### config.mk
export PLATFORM = sky130hd
export DESIGN_NAME = cmd_parser_top
export DESIGN_NICKNAME = d
export VERILOG_FILES = /design/src/hw/cmd_pkg.sv /design/src/hw/cmd_sequencer.sv /design/src/hw/beat_counter.sv /design/src/hw/addr_generator.sv /design/src/hw/beat_router.sv /design/src/hw/cmd_parser_top.sv
export SDC_FILE = /design/constraint.sdc
export NUM_CORES = 1
export LEC_CHECK = 0
export ABC_AREA = 1
export CORE_ASPECT_RATIO = 2
export CORE_MARGIN = 2
export CORE_UTILIZATION = 51
export DETAILED_ROUTE_END_ITERATION = 10
export DONT_BUFFER_PORTS = 1
export PLACE_DENSITY = 0.66
export SLEW_MARGIN = 0
export SYNTH_ARGS = -nofsm -noshare
export SYNTH_HDL_FRONTEND = slang
export SYNTH_SLANG_ARGS = --single-unit
### constraint.sdc
create_clock -name aclk -period 4.5 [get_ports aclk]
set_clock_uncertainty 0.2 [all_clocks]
set_input_delay 0.225 -clock aclk [delete_from_list [all_inputs] [get_ports aclk]]
set_output_delay 0.225 -clock aclk [all_outputs]
set_load 0.1 [all_outputs]
### src/hw/cmd_pkg.sv
// Shared widths, opcodes and word layouts for the command-stream front end
// Imported by every RTL block of the command parser
`default_nettype none

package cmd_pkg;

    localparam int data_w         = 32;
    localparam int addr_w         = 16;
    localparam int bytes_per_beat = 4;
    localparam int beat_shift     = 2;
    localparam int imm_w          = 28;
    // Byte count with the sub-beat bits dropped
    localparam int count_w        = imm_w - beat_shift;

    typedef logic [data_w-1:0] data_t;
    typedef logic [addr_w-1:0] addr_t;

    typedef enum logic [3:0] {
        op_nop    = 4'd0,
        op_store  = 4'd5,
        op_load   = 4'd6,
        op_memset = 4'd7,
        op_stream = 4'd8
    } opcode_e;

    typedef struct packed {
        opcode_e          op;
        logic [imm_w-1:0] imm;
    } cmd_hdr_t;

    // Same stream word, seen as a header or as an address/value word
    typedef union packed {
        cmd_hdr_t hdr;
        data_t    raw;
    } cmd_word_u;

    typedef struct packed {
        data_t data;
        logic  last;
    } stream_beat_t;

    typedef enum logic [2:0] {
        route_hdr,
        route_stream,
        route_store,
        route_load,
        route_memset
    } route_e;

endpackage

`default_nettype wire

### src/hw/cmd_sequencer.sv
// Command FSM: decodes header, address and value words from the input stream
// and starts the counter, address generator and router for each command
`timescale 1ns/1ns
`default_nettype none

module cmd_sequencer import cmd_pkg::*;
(
    input  wire                 aclk,
    input  wire                 resetn,

    input  wire                 s_cmd_tvalid,
    input  wire stream_beat_t   s_cmd_beat,

    input  wire                 count_zero,
    input  wire                 addr_busy,
    input  wire                 sink_idle,

    output logic                hdr_ready,
    output route_e              route,
    output logic                count_load,
    output logic [count_w-1:0]  count_value,
    output logic                addr_start,
    output addr_t               start_addr,
    output logic                is_write,
    output logic                value_load
);

    typedef enum logic [2:0] {
        st_idle,
        st_header,
        st_address,
        st_value,
        st_run
    } state_e;

    state_e               state;
    route_e               route_q;
    opcode_e              op_q;
    logic [count_w-1:0]   beats_q;
    cmd_word_u            word;
    logic [count_w-1:0]   hdr_beats;
    logic                 take;
    logic                 done;

    assign word      = s_cmd_beat.data;
    // Round the byte count down to whole beats
    assign hdr_beats = word.hdr.imm[imm_w-1:beat_shift];

    assign hdr_ready = (state == st_header) || (state == st_address) || (state == st_value);
    assign take      = s_cmd_tvalid && hdr_ready;
    assign done      = count_zero && sink_idle && !addr_busy;

    // STREAM loads the counter straight from the header, the others on the address word
    assign count_load  = take && (((state == st_header) && (word.hdr.op == op_stream))
                                  || (state == st_address));
    assign count_value = (state == st_header) ? hdr_beats : beats_q;

    assign addr_start  = take && (state == st_address);
    assign start_addr  = word.raw[addr_w-1:0];
    assign is_write    = (op_q == op_store) || (op_q == op_memset);
    assign value_load  = take && (state == st_value);

    assign route = route_q;

    always_ff @(posedge aclk)
    begin
        if (!resetn)
        begin
            state   <= st_idle;
            route_q <= route_hdr;
            op_q    <= op_nop;
        end
        else
        begin
            case (state)
                st_idle:
                begin
                    state <= st_header;
                end
                st_header:
                begin
                    if (take)
                    begin
                        op_q <= word.hdr.op;
                        case (word.hdr.op)
                            op_store, op_load, op_memset:
                            begin
                                state <= st_address;
                            end
                            op_stream:
                            begin
                                route_q <= route_stream;
                                state   <= st_run;
                            end
                            // NOP and unknown opcodes wait for the next header
                            default:
                            begin
                                state <= st_header;
                            end
                        endcase
                    end
                end
                st_address:
                begin
                    if (take)
                    begin
                        if (op_q == op_memset)
                        begin
                            state <= st_value;
                        end
                        else
                        begin
                            route_q <= (op_q == op_store) ? route_store : route_load;
                            state   <= st_run;
                        end
                    end
                end
                st_value:
                begin
                    if (take)
                    begin
                        route_q <= route_memset;
                        state   <= st_run;
                    end
                end
                st_run:
                begin
                    if (done)
                    begin
                        route_q <= route_hdr;
                        state   <= st_idle;
                    end
                end
                default:
                begin
                    state <= st_idle;
                end
            endcase
        end
    end

    // Beat count kept for commands that start on a later word
    always_ff @(posedge aclk)
    begin
        if (take && (state == st_header))
        begin
            beats_q <= hdr_beats;
        end
    end

endmodule

`default_nettype wire

### src/hw/beat_counter.sv
// Remaining-beat counter for the command in progress
// Loaded by the sequencer, decremented by the router per accepted source beat
`timescale 1ns/1ns
`default_nettype none

module beat_counter import cmd_pkg::*;
(
    input  wire                 aclk,
    input  wire                 resetn,

    input  wire                 count_load,
    input  wire [count_w-1:0]   count_value,
    input  wire                 beat_take,

    output logic                count_zero,
    output logic                count_last
);

    logic [count_w-1:0] count_q;

    always_ff @(posedge aclk)
    begin
        if (!resetn)
        begin
            count_q <= '0;
        end
        else if (count_load)
        begin
            count_q <= count_value;
        end
        else if (beat_take && (count_q != '0))
        begin
            count_q <= count_q - 1'b1;
        end
    end

    assign count_zero = (count_q == '0);
    // One beat left, so the next accepted beat closes the command
    assign count_last = (count_q == count_w'(1));

endmodule

`default_nettype wire

### src/hw/addr_generator.sv
// Issues one memory address per beat on the write or the read address channel
// Runs from the start address to the last beat of the range, one address per cycle
`timescale 1ns/1ns
`default_nettype none

module addr_generator import cmd_pkg::*;
(
    input  wire                 aclk,
    input  wire                 resetn,

    input  wire                 addr_start,
    input  wire addr_t          start_addr,
    input  wire [count_w-1:0]   count_value,
    input  wire                 is_write,

    input  wire                 mem_awready,
    input  wire                 mem_arready,

    output logic                addr_busy,
    output logic                mem_awvalid,
    output addr_t               mem_awaddr,
    output logic                mem_arvalid,
    output addr_t               mem_araddr
);

    logic   busy_q;
    logic   write_q;
    addr_t  cur_q;
    addr_t  end_q;
    addr_t  span;
    logic   accepted;

    // Range length in bytes, wrapped to the address width
    assign span     = {count_value[addr_w-beat_shift-1:0], {beat_shift{1'b0}}};
    assign accepted = write_q ? mem_awready : mem_arready;

    always_ff @(posedge aclk)
    begin
        if (!resetn)
        begin
            busy_q  <= 1'b0;
            write_q <= 1'b0;
        end
        else if (addr_start)
        begin
            // A zero count issues nothing
            busy_q  <= (count_value != '0);
            write_q <= is_write;
        end
        else if (busy_q && accepted && (cur_q == end_q))
        begin
            busy_q <= 1'b0;
        end
    end

    always_ff @(posedge aclk)
    begin
        if (addr_start)
        begin
            cur_q <= start_addr;
            end_q <= start_addr + span - addr_t'(bytes_per_beat);
        end
        else if (busy_q && accepted)
        begin
            cur_q <= cur_q + addr_t'(bytes_per_beat);
        end
    end

    assign addr_busy   = busy_q;
    assign mem_awvalid = busy_q && write_q;
    assign mem_arvalid = busy_q && !write_q;
    assign mem_awaddr  = cur_q;
    assign mem_araddr  = cur_q;

endmodule

`default_nettype wire

### src/hw/beat_router.sv
// Payload data path: picks source and sink from the route, registers one
// output beat and keeps a one-entry skid buffer for sink back-pressure
`timescale 1ns/1ns
`default_nettype none

module beat_router import cmd_pkg::*;
(
    input  wire                 aclk,
    input  wire                 resetn,

    input  wire route_e         route,
    input  wire                 hdr_ready,
    input  wire                 value_load,

    input  wire                 s_cmd_tvalid,
    input  wire stream_beat_t   s_cmd_beat,
    input  wire                 count_zero,
    input  wire                 count_last,
    input  wire                 m_out_tready,
    input  wire                 mem_wready,
    input  wire                 mem_rvalid,
    input  wire data_t          mem_rdata,

    output logic                s_cmd_tready,
    output logic                beat_take,
    output logic                sink_idle,
    output logic                m_out_tvalid,
    output stream_beat_t        m_out_beat,
    output logic                mem_wvalid,
    output data_t               mem_wdata,
    output logic                mem_rready
);

    logic           src_valid;
    data_t          src_data;
    logic           src_ready;
    logic           take;
    logic           sink_out;
    logic           sink_ready;
    logic           out_valid;
    logic           skid_valid;
    data_t          value_q;
    stream_beat_t   in_beat;
    stream_beat_t   out_q;
    stream_beat_t   skid_q;

    always_comb
    begin
        case (route)
            route_stream, route_store:
            begin
                src_valid = s_cmd_tvalid;
                src_data  = s_cmd_beat.data;
            end
            route_load:
            begin
                src_valid = mem_rvalid;
                src_data  = mem_rdata;
            end
            // MEMSET source never runs dry
            route_memset:
            begin
                src_valid = 1'b1;
                src_data  = value_q;
            end
            default:
            begin
                src_valid = 1'b0;
                src_data  = s_cmd_beat.data;
            end
        endcase
    end

    // Ready only from registers; drops once the skid entry is in use
    assign src_ready  = (route != route_hdr) && !count_zero && !skid_valid;
    assign take       = src_valid && src_ready;
    assign beat_take  = take;
    assign in_beat    = '{data: src_data, last: count_last};

    assign sink_out   = (route == route_stream) || (route == route_load);
    assign sink_ready = sink_out ? m_out_tready : mem_wready;
    assign sink_idle  = !out_valid && !skid_valid;

    assign s_cmd_tready = (route == route_hdr) ? hdr_ready
                        : ((route == route_stream) || (route == route_store)) && src_ready;
    assign mem_rready   = (route == route_load) && src_ready;

    assign m_out_tvalid = out_valid && sink_out;
    assign m_out_beat   = out_q;
    assign mem_wvalid   = out_valid && !sink_out;
    assign mem_wdata    = out_q.data;

    always_ff @(posedge aclk)
    begin
        if (!resetn)
        begin
            out_valid  <= 1'b0;
            skid_valid <= 1'b0;
        end
        else if (!out_valid || sink_ready)
        begin
            out_valid  <= skid_valid || take;
            skid_valid <= 1'b0;
        end
        else if (take)
        begin
            skid_valid <= 1'b1;
        end
    end

    always_ff @(posedge aclk)
    begin
        if (value_load)
        begin
            value_q <= s_cmd_beat.data;
        end
        if (!out_valid || sink_ready)
        begin
            // Skid entry is older than any new beat
            if (skid_valid)
            begin
                out_q <= skid_q;
            end
            else if (take)
            begin
                out_q <= in_beat;
            end
        end
        else if (take)
        begin
            skid_q <= in_beat;
        end
    end

endmodule

`default_nettype wire

### src/hw/cmd_parser_top.sv
// Top level of the command-stream front end for the rasterizer memory port
// Takes the command stream, drives the memory channels and the output stream
`timescale 1ns/1ns
`default_nettype none

module cmd_parser_top import cmd_pkg::*;
(
    input  wire                 aclk,
    input  wire                 resetn,

    // Command stream in, last bit unused
    input  wire                 s_cmd_tvalid,
    output logic                s_cmd_tready,
    input  wire stream_beat_t   s_cmd_beat,

    output logic                m_out_tvalid,
    input  wire                 m_out_tready,
    output stream_beat_t        m_out_beat,

    // Memory channels
    output logic                mem_awvalid,
    input  wire                 mem_awready,
    output addr_t               mem_awaddr,

    output logic                mem_wvalid,
    input  wire                 mem_wready,
    output data_t               mem_wdata,

    output logic                mem_arvalid,
    input  wire                 mem_arready,
    output addr_t               mem_araddr,

    input  wire                 mem_rvalid,
    output logic                mem_rready,
    input  wire data_t          mem_rdata
);

    route_e               route;
    logic                 hdr_ready;
    logic                 count_load;
    logic [count_w-1:0]   count_value;
    logic                 addr_start;
    addr_t                start_addr;
    logic                 is_write;
    logic                 value_load;
    logic                 beat_take;
    logic                 count_zero;
    logic                 count_last;
    logic                 addr_busy;
    logic                 sink_idle;

    cmd_sequencer u_sequencer (
        .aclk         (aclk),
        .resetn       (resetn),
        .s_cmd_tvalid (s_cmd_tvalid),
        .s_cmd_beat   (s_cmd_beat),
        .count_zero   (count_zero),
        .addr_busy    (addr_busy),
        .sink_idle    (sink_idle),
        .hdr_ready    (hdr_ready),
        .route        (route),
        .count_load   (count_load),
        .count_value  (count_value),
        .addr_start   (addr_start),
        .start_addr   (start_addr),
        .is_write     (is_write),
        .value_load   (value_load)
    );

    beat_counter u_counter (
        .aclk        (aclk),
        .resetn      (resetn),
        .count_load  (count_load),
        .count_value (count_value),
        .beat_take   (beat_take),
        .count_zero  (count_zero),
        .count_last  (count_last)
    );

    addr_generator u_addr_gen (
        .aclk        (aclk),
        .resetn      (resetn),
        .addr_start  (addr_start),
        .start_addr  (start_addr),
        .count_value (count_value),
        .is_write    (is_write),
        .mem_awready (mem_awready),
        .mem_arready (mem_arready),
        .addr_busy   (addr_busy),
        .mem_awvalid (mem_awvalid),
        .mem_awaddr  (mem_awaddr),
        .mem_arvalid (mem_arvalid),
        .mem_araddr  (mem_araddr)
    );

    beat_router u_router (
        .aclk         (aclk),
        .resetn       (resetn),
        .route        (route),
        .hdr_ready    (hdr_ready),
        .value_load   (value_load),
        .s_cmd_tvalid (s_cmd_tvalid),
        .s_cmd_beat   (s_cmd_beat),
        .count_zero   (count_zero),
        .count_last   (count_last),
        .m_out_tready (m_out_tready),
        .mem_wready   (mem_wready),
        .mem_rvalid   (mem_rvalid),
        .mem_rdata    (mem_rdata),
        .s_cmd_tready (s_cmd_tready),
        .beat_take    (beat_take),
        .sink_idle    (sink_idle),
        .m_out_tvalid (m_out_tvalid),
        .m_out_beat   (m_out_beat),
        .mem_wvalid   (mem_wvalid),
        .mem_wdata    (mem_wdata),
        .mem_rready   (mem_rready)
    );

endmodule

`default_nettype wire

==> flow_metrics.env <==
export IMPL_rr_worst_depth=15
export IMPL_port_buffers=0
export IMPL_area_growth_pct=23.7
export IMPL_drt_total_wl_um=29500
export IMPL_htree_levels=4
export IMPL_final_hold_viol_count=0
export IMPL_die_area_um2=22500
export IMPL_cts_setup_buffers=0
export IMPL_ys_seq_area_frac=0.505
export IMPL_cts_tree="built"
export IMPL_root_buffer="clkbuf_16"
export IMPL_placed_cells=1557
export IMPL_syn_nets=1406
export IMPL_slowest_stage="o21ai_0"
export IMPL_p_sw_mw=5.76
export IMPL_rsz0062_at_grt="no"
export IMPL_r2r_start="u_sequencer.state[2]"
export IMPL_syn_inst=1304
export IMPL_fmax_mhz=274
export IMPL_drive_gt1_frac=0.102
export IMPL_grt_total_usage=0.269
export IMPL_synth_xor_area_frac=0.0306
export IMPL_ioPinCount=176
export IMPL_drt_iter0_markers=663
export IMPL_holdPathStages=4
export IMPL_dp_hpwl_um=20800
export IMPL_drv_cap=0
export IMPL_synth_top_family_by_area="simple AND/OR/NAND/NOR gates"
export IMPL_clock_sinks=196
export IMPL_numCtsBuffers=17
export IMPL_yosys_cell_types_count=38
export IMPL_netlist_area_um2=10900
export IMPL_reg2reg_slack_ns=0.85
export IMPL_p_per_area_nw_per_um2=829
export IMPL_pwr_share_seq=0.319
export IMPL_rows=75
export IMPL_finalCritPeriodShare=0.811
export IMPL_finalNonFillerCells=1657
export IMPL_status="finished, final reports clean"
export IMPL_synthAdderAreaFrac=0.0341
export IMPL_ir_drop_mv=0.447
export IMPL_ys_warn_count=0
export IMPL_synth_flop_cell="edfxtp_1"
export IMPL_grt_pass1_wl_um=46700
export IMPL_drc=0
export IMPL_cp_start_kind="flip-flop"
export IMPL_min_delay_start="mem_rvalid"
export IMPL_synth_compound_area_frac=0.0532
export IMPL_worstSetupPathType="reg -> reg"
export IMPL_finalSetupViolCount=0
export IMPL_avgSynthCellArea_um2=8.33
export IMPL_die_h_um=210
export IMPL_cts_resized=0
export IMPL_slowest_delay_ns=0.56
export IMPL_r2r_end="u_addr_gen.end_q[13]"
export IMPL_synthArstFlopShare=0
export IMPL_ys_ff_latch=196
export IMPL_grt_pass1_vias=8915
export IMPL_antenna_found_initial=1
export IMPL_p_int_mw=5.38
export IMPL_firstDrtPassIters=6
export IMPL_pwr_share_clk=0.146
export IMPL_path_common_cell="nand2_1"
export IMPL_die_x_um=107
export IMPL_power_leakage_nw=5.76
export IMPL_yosys_area_share_simple=0.280
export IMPL_whs_endpoint="u_router.skid_valid"
export IMPL_overflow=0
export IMPL_netSwitchingFraction=0.517
export IMPL_final_max_slew_viol_count=0
export IMPL_synth_edff_count=156
export IMPL_cp_arrival_ns=3.66
export IMPL_min_period_ns=3.65
export IMPL_clk_pin_slew_worst_paths_ns=0.07
export IMPL_combPwrFrac=0.535
export IMPL_place_congestion=0.928
export IMPL_grt_max_degree=45
export IMPL_fin_nets=1475
export IMPL_cp_cell_sequence="inv_2 -> nand3_2 -> o21ai_0 -> ha_1 -> inv_1 -> ha_1 -> fa_1 -> nand3_1 -> nand2_1 -> a21oi_1 -> o21ai_0 -> nand3_1 -> nand2_1 -> nand2_1 -> nand2_1"
export IMPL_synth_mux_area_fraction=0
export IMPL_vias=9042
export IMPL_cp_required_ns=4.51
export IMPL_pre_cts_slack_ns=0.870
export IMPL_antenna_left=0
export IMPL_initial_core_util=0.519
export IMPL_wl_per_cell_um=17.8
export IMPL_slew_headroom=0.185
export IMPL_ctsHoldBuffers=66
export IMPL_core_um2=20900
export IMPL_fin_setup_tns_ns=0
export IMPL_tightestPinTransition_ns=1.22
export IMPL_fill_cells=1659
export IMPL_clk_latency_ns=0.45
export IMPL_clock_path_buffers=2
export IMPL_worstHoldPathType="in -> reg"
export IMPL_via_per_inst=5.46
export IMPL_path_max_fanout=22
export IMPL_setup_ws_ns=0.853
export IMPL_setup_worst_path_end_class="flip-flop"
==> placed cells by master, fill, tap and decap left out, types with 4 or more instances in the layout <==
master | synthesis | final
dfxtp_1 | 40 | 40
clkbuf_16 | 0 | 17
inv_1 | 119 | 119
nand4_1 | 17 | 17
nor2_1 | 112 | 107
or2_0 | 7 | 7
o21ai_1 | 12 | 12
edfxtp_1 | 156 | 156
xnor2_1 | 9 | 9
buf_16 | 0 | 47
inv_2 | 5 | 5
o21ai_0 | 51 | 51
a21oi_1 | 38 | 36
nor2_2 | 10 | 14
inv_8 | 0 | 4
or2_2 | 4 | 4
buf_4 | 58 | 27
dlygate4sd3_1 | 0 | 66
nand3b_1 | 6 | 6
xor2_1 | 29 | 29
nand3_1 | 131 | 131
nand2_1 | 410 | 410
ha_1 | 28 | 28
nor3_1 | 8 | 8
==> flip-flops by register name, summed over array words and instances (netlist names) <==
signal	flops
u_router.skid_q	33
u_router.mem_wdata	32
u_router.value_q	32
u_counter.count_q	26
u_sequencer.beats_q	26
u_addr_gen.end_q	16
u_addr_gen.mem_araddr	16
u_sequencer.op_q	4
u_sequencer.route	3
u_sequencer.state	3
u_addr_gen.addr_busy	1
u_addr_gen.write_q	1
u_router.m_out_beat	1
u_router.out_valid	1
u_router.skid_valid	1
==> metal layers <==
| layer | track usage | wire [µm] | up-vias |
|---|---|---|---|
| li1 | - | - | 4382 |
| met5 | 0 | 0 | - |
| met3 | 0.0550 | 1690 | 79 |
| met2 | 0.490 | 15800 | 360 |
| met4 | 0.134 | 1270 | 0 |
| met1 | 0.289 | 10700 | 4221 |
==> metrics by stage <==
stage	hold slack (ns)	utilization	cell area, µm²	power (mW)
2_1_floorplan	0.124	-	10900	7.87
3_3_place_gp	0.124	0.581	12100	9.32
3_5_place_dp	0.124	0.581	12100	9.44
4_1_cts	0.0212	0.642	13400	11.1
5_1_grt	0.0641	0.642	13400	11.9
6_report	0.0404	0.642	13400	11.1
==> power groups by stage <==
stage / sequential [mW] / combinational [mW] / clock [mW]
after global placement: 3.57 / 5.75 / 0
after floorplan: 3.55 / 4.32 / 0
after detailed placement: 3.59 / 5.85 / 0
after CTS: 3.55 / 5.95 / 1.64
after global routing: 3.60 / 6.58 / 1.70
final: 3.55 / 5.96 / 1.63
==> kinds of logic (layout without fill, tap and decap cells) <==
logic type               count (synthesis)  after routing
buffers and inverters                  215            297
adder cells (fa/ha/maj)                 29             29
flip-flops                             196            196
other                                    0              2
AND/OR/NAND/NOR                        715            715
XOR/XNOR                                38             38
AO/OA/AOI/OAI                          111            111
==> worst max-delay path, delay by kind of cell (launching register included) <==
family / cells / cell delay (ns)
compound gates: 3 / 0.95
flops: 1 / 0.37
simple gates: 7 / 0.88
fa+ha+maj: 3 / 0.86
buf+inv: 2 / 0.13
==> area by class of cell <==
class,count,area [µm²],area share
well taps,269,337,0.0251
diodes,2,5.00,0.000373
clock inverters,14,193,0.0143
flip-flops and latches,196,5490,0.408
inverters,125,469,0.0349
clock buffers,18,429,0.0319
multi-input cells,893,4360,0.325
repair buffers,140,2160,0.161
==> how the worst max path moves through the flow <==
stage                               from                    to  cells after the start
floorplan           u_sequencer.route[0]          s_cmd_tready                      4
global placement    u_sequencer.state[2]  u_addr_gen.end_q[13]                     15
detailed placement  u_sequencer.state[0]  u_addr_gen.end_q[13]                     14
CTS                 u_sequencer.state[0]  u_addr_gen.end_q[13]                     14
global route        u_sequencer.state[0]  u_addr_gen.end_q[13]                     14
finish              u_sequencer.state[2]  u_addr_gen.end_q[13]                     15
==> synthesized netlist by cell type (2+ instances only) <==
cell | instances | area, µm²
o21ai_1 | 12 | 60.1
edfxtp_1 | 156 | 4680
nand3_4 | 2 | 35.0
nor2_4 | 2 | 22.5
nor2_2 | 10 | 62.6
o21ai_0 | 51 | 255
xnor2_1 | 9 | 78.8
nand2_1 | 410 | 1540
clkbuf_1 | 17 | 63.8
nand3_2 | 2 | 20.0
nand3_1 | 131 | 656
xor2_1 | 29 | 254
ha_1 | 28 | 350
nand2_2 | 3 | 18.8
or2_2 | 4 | 25.0
a211oi_1 | 3 | 22.5
or2_0 | 7 | 43.8
nor2_1 | 112 | 420
buf_6 | 2 | 22.5
nand4_1 | 17 | 106
inv_2 | 5 | 18.8
nor3_1 | 8 | 40.0
buf_1 | 3 | 11.3
inv_1 | 119 | 447
a31oi_1 | 2 | 12.5
nand3b_1 | 6 | 45.0
buf_2 | 10 | 50.1
a21oi_1 | 38 | 190
dfxtp_1 | 40 | 801
buf_4 | 58 | 435
(Power assumes the default switching activity.)
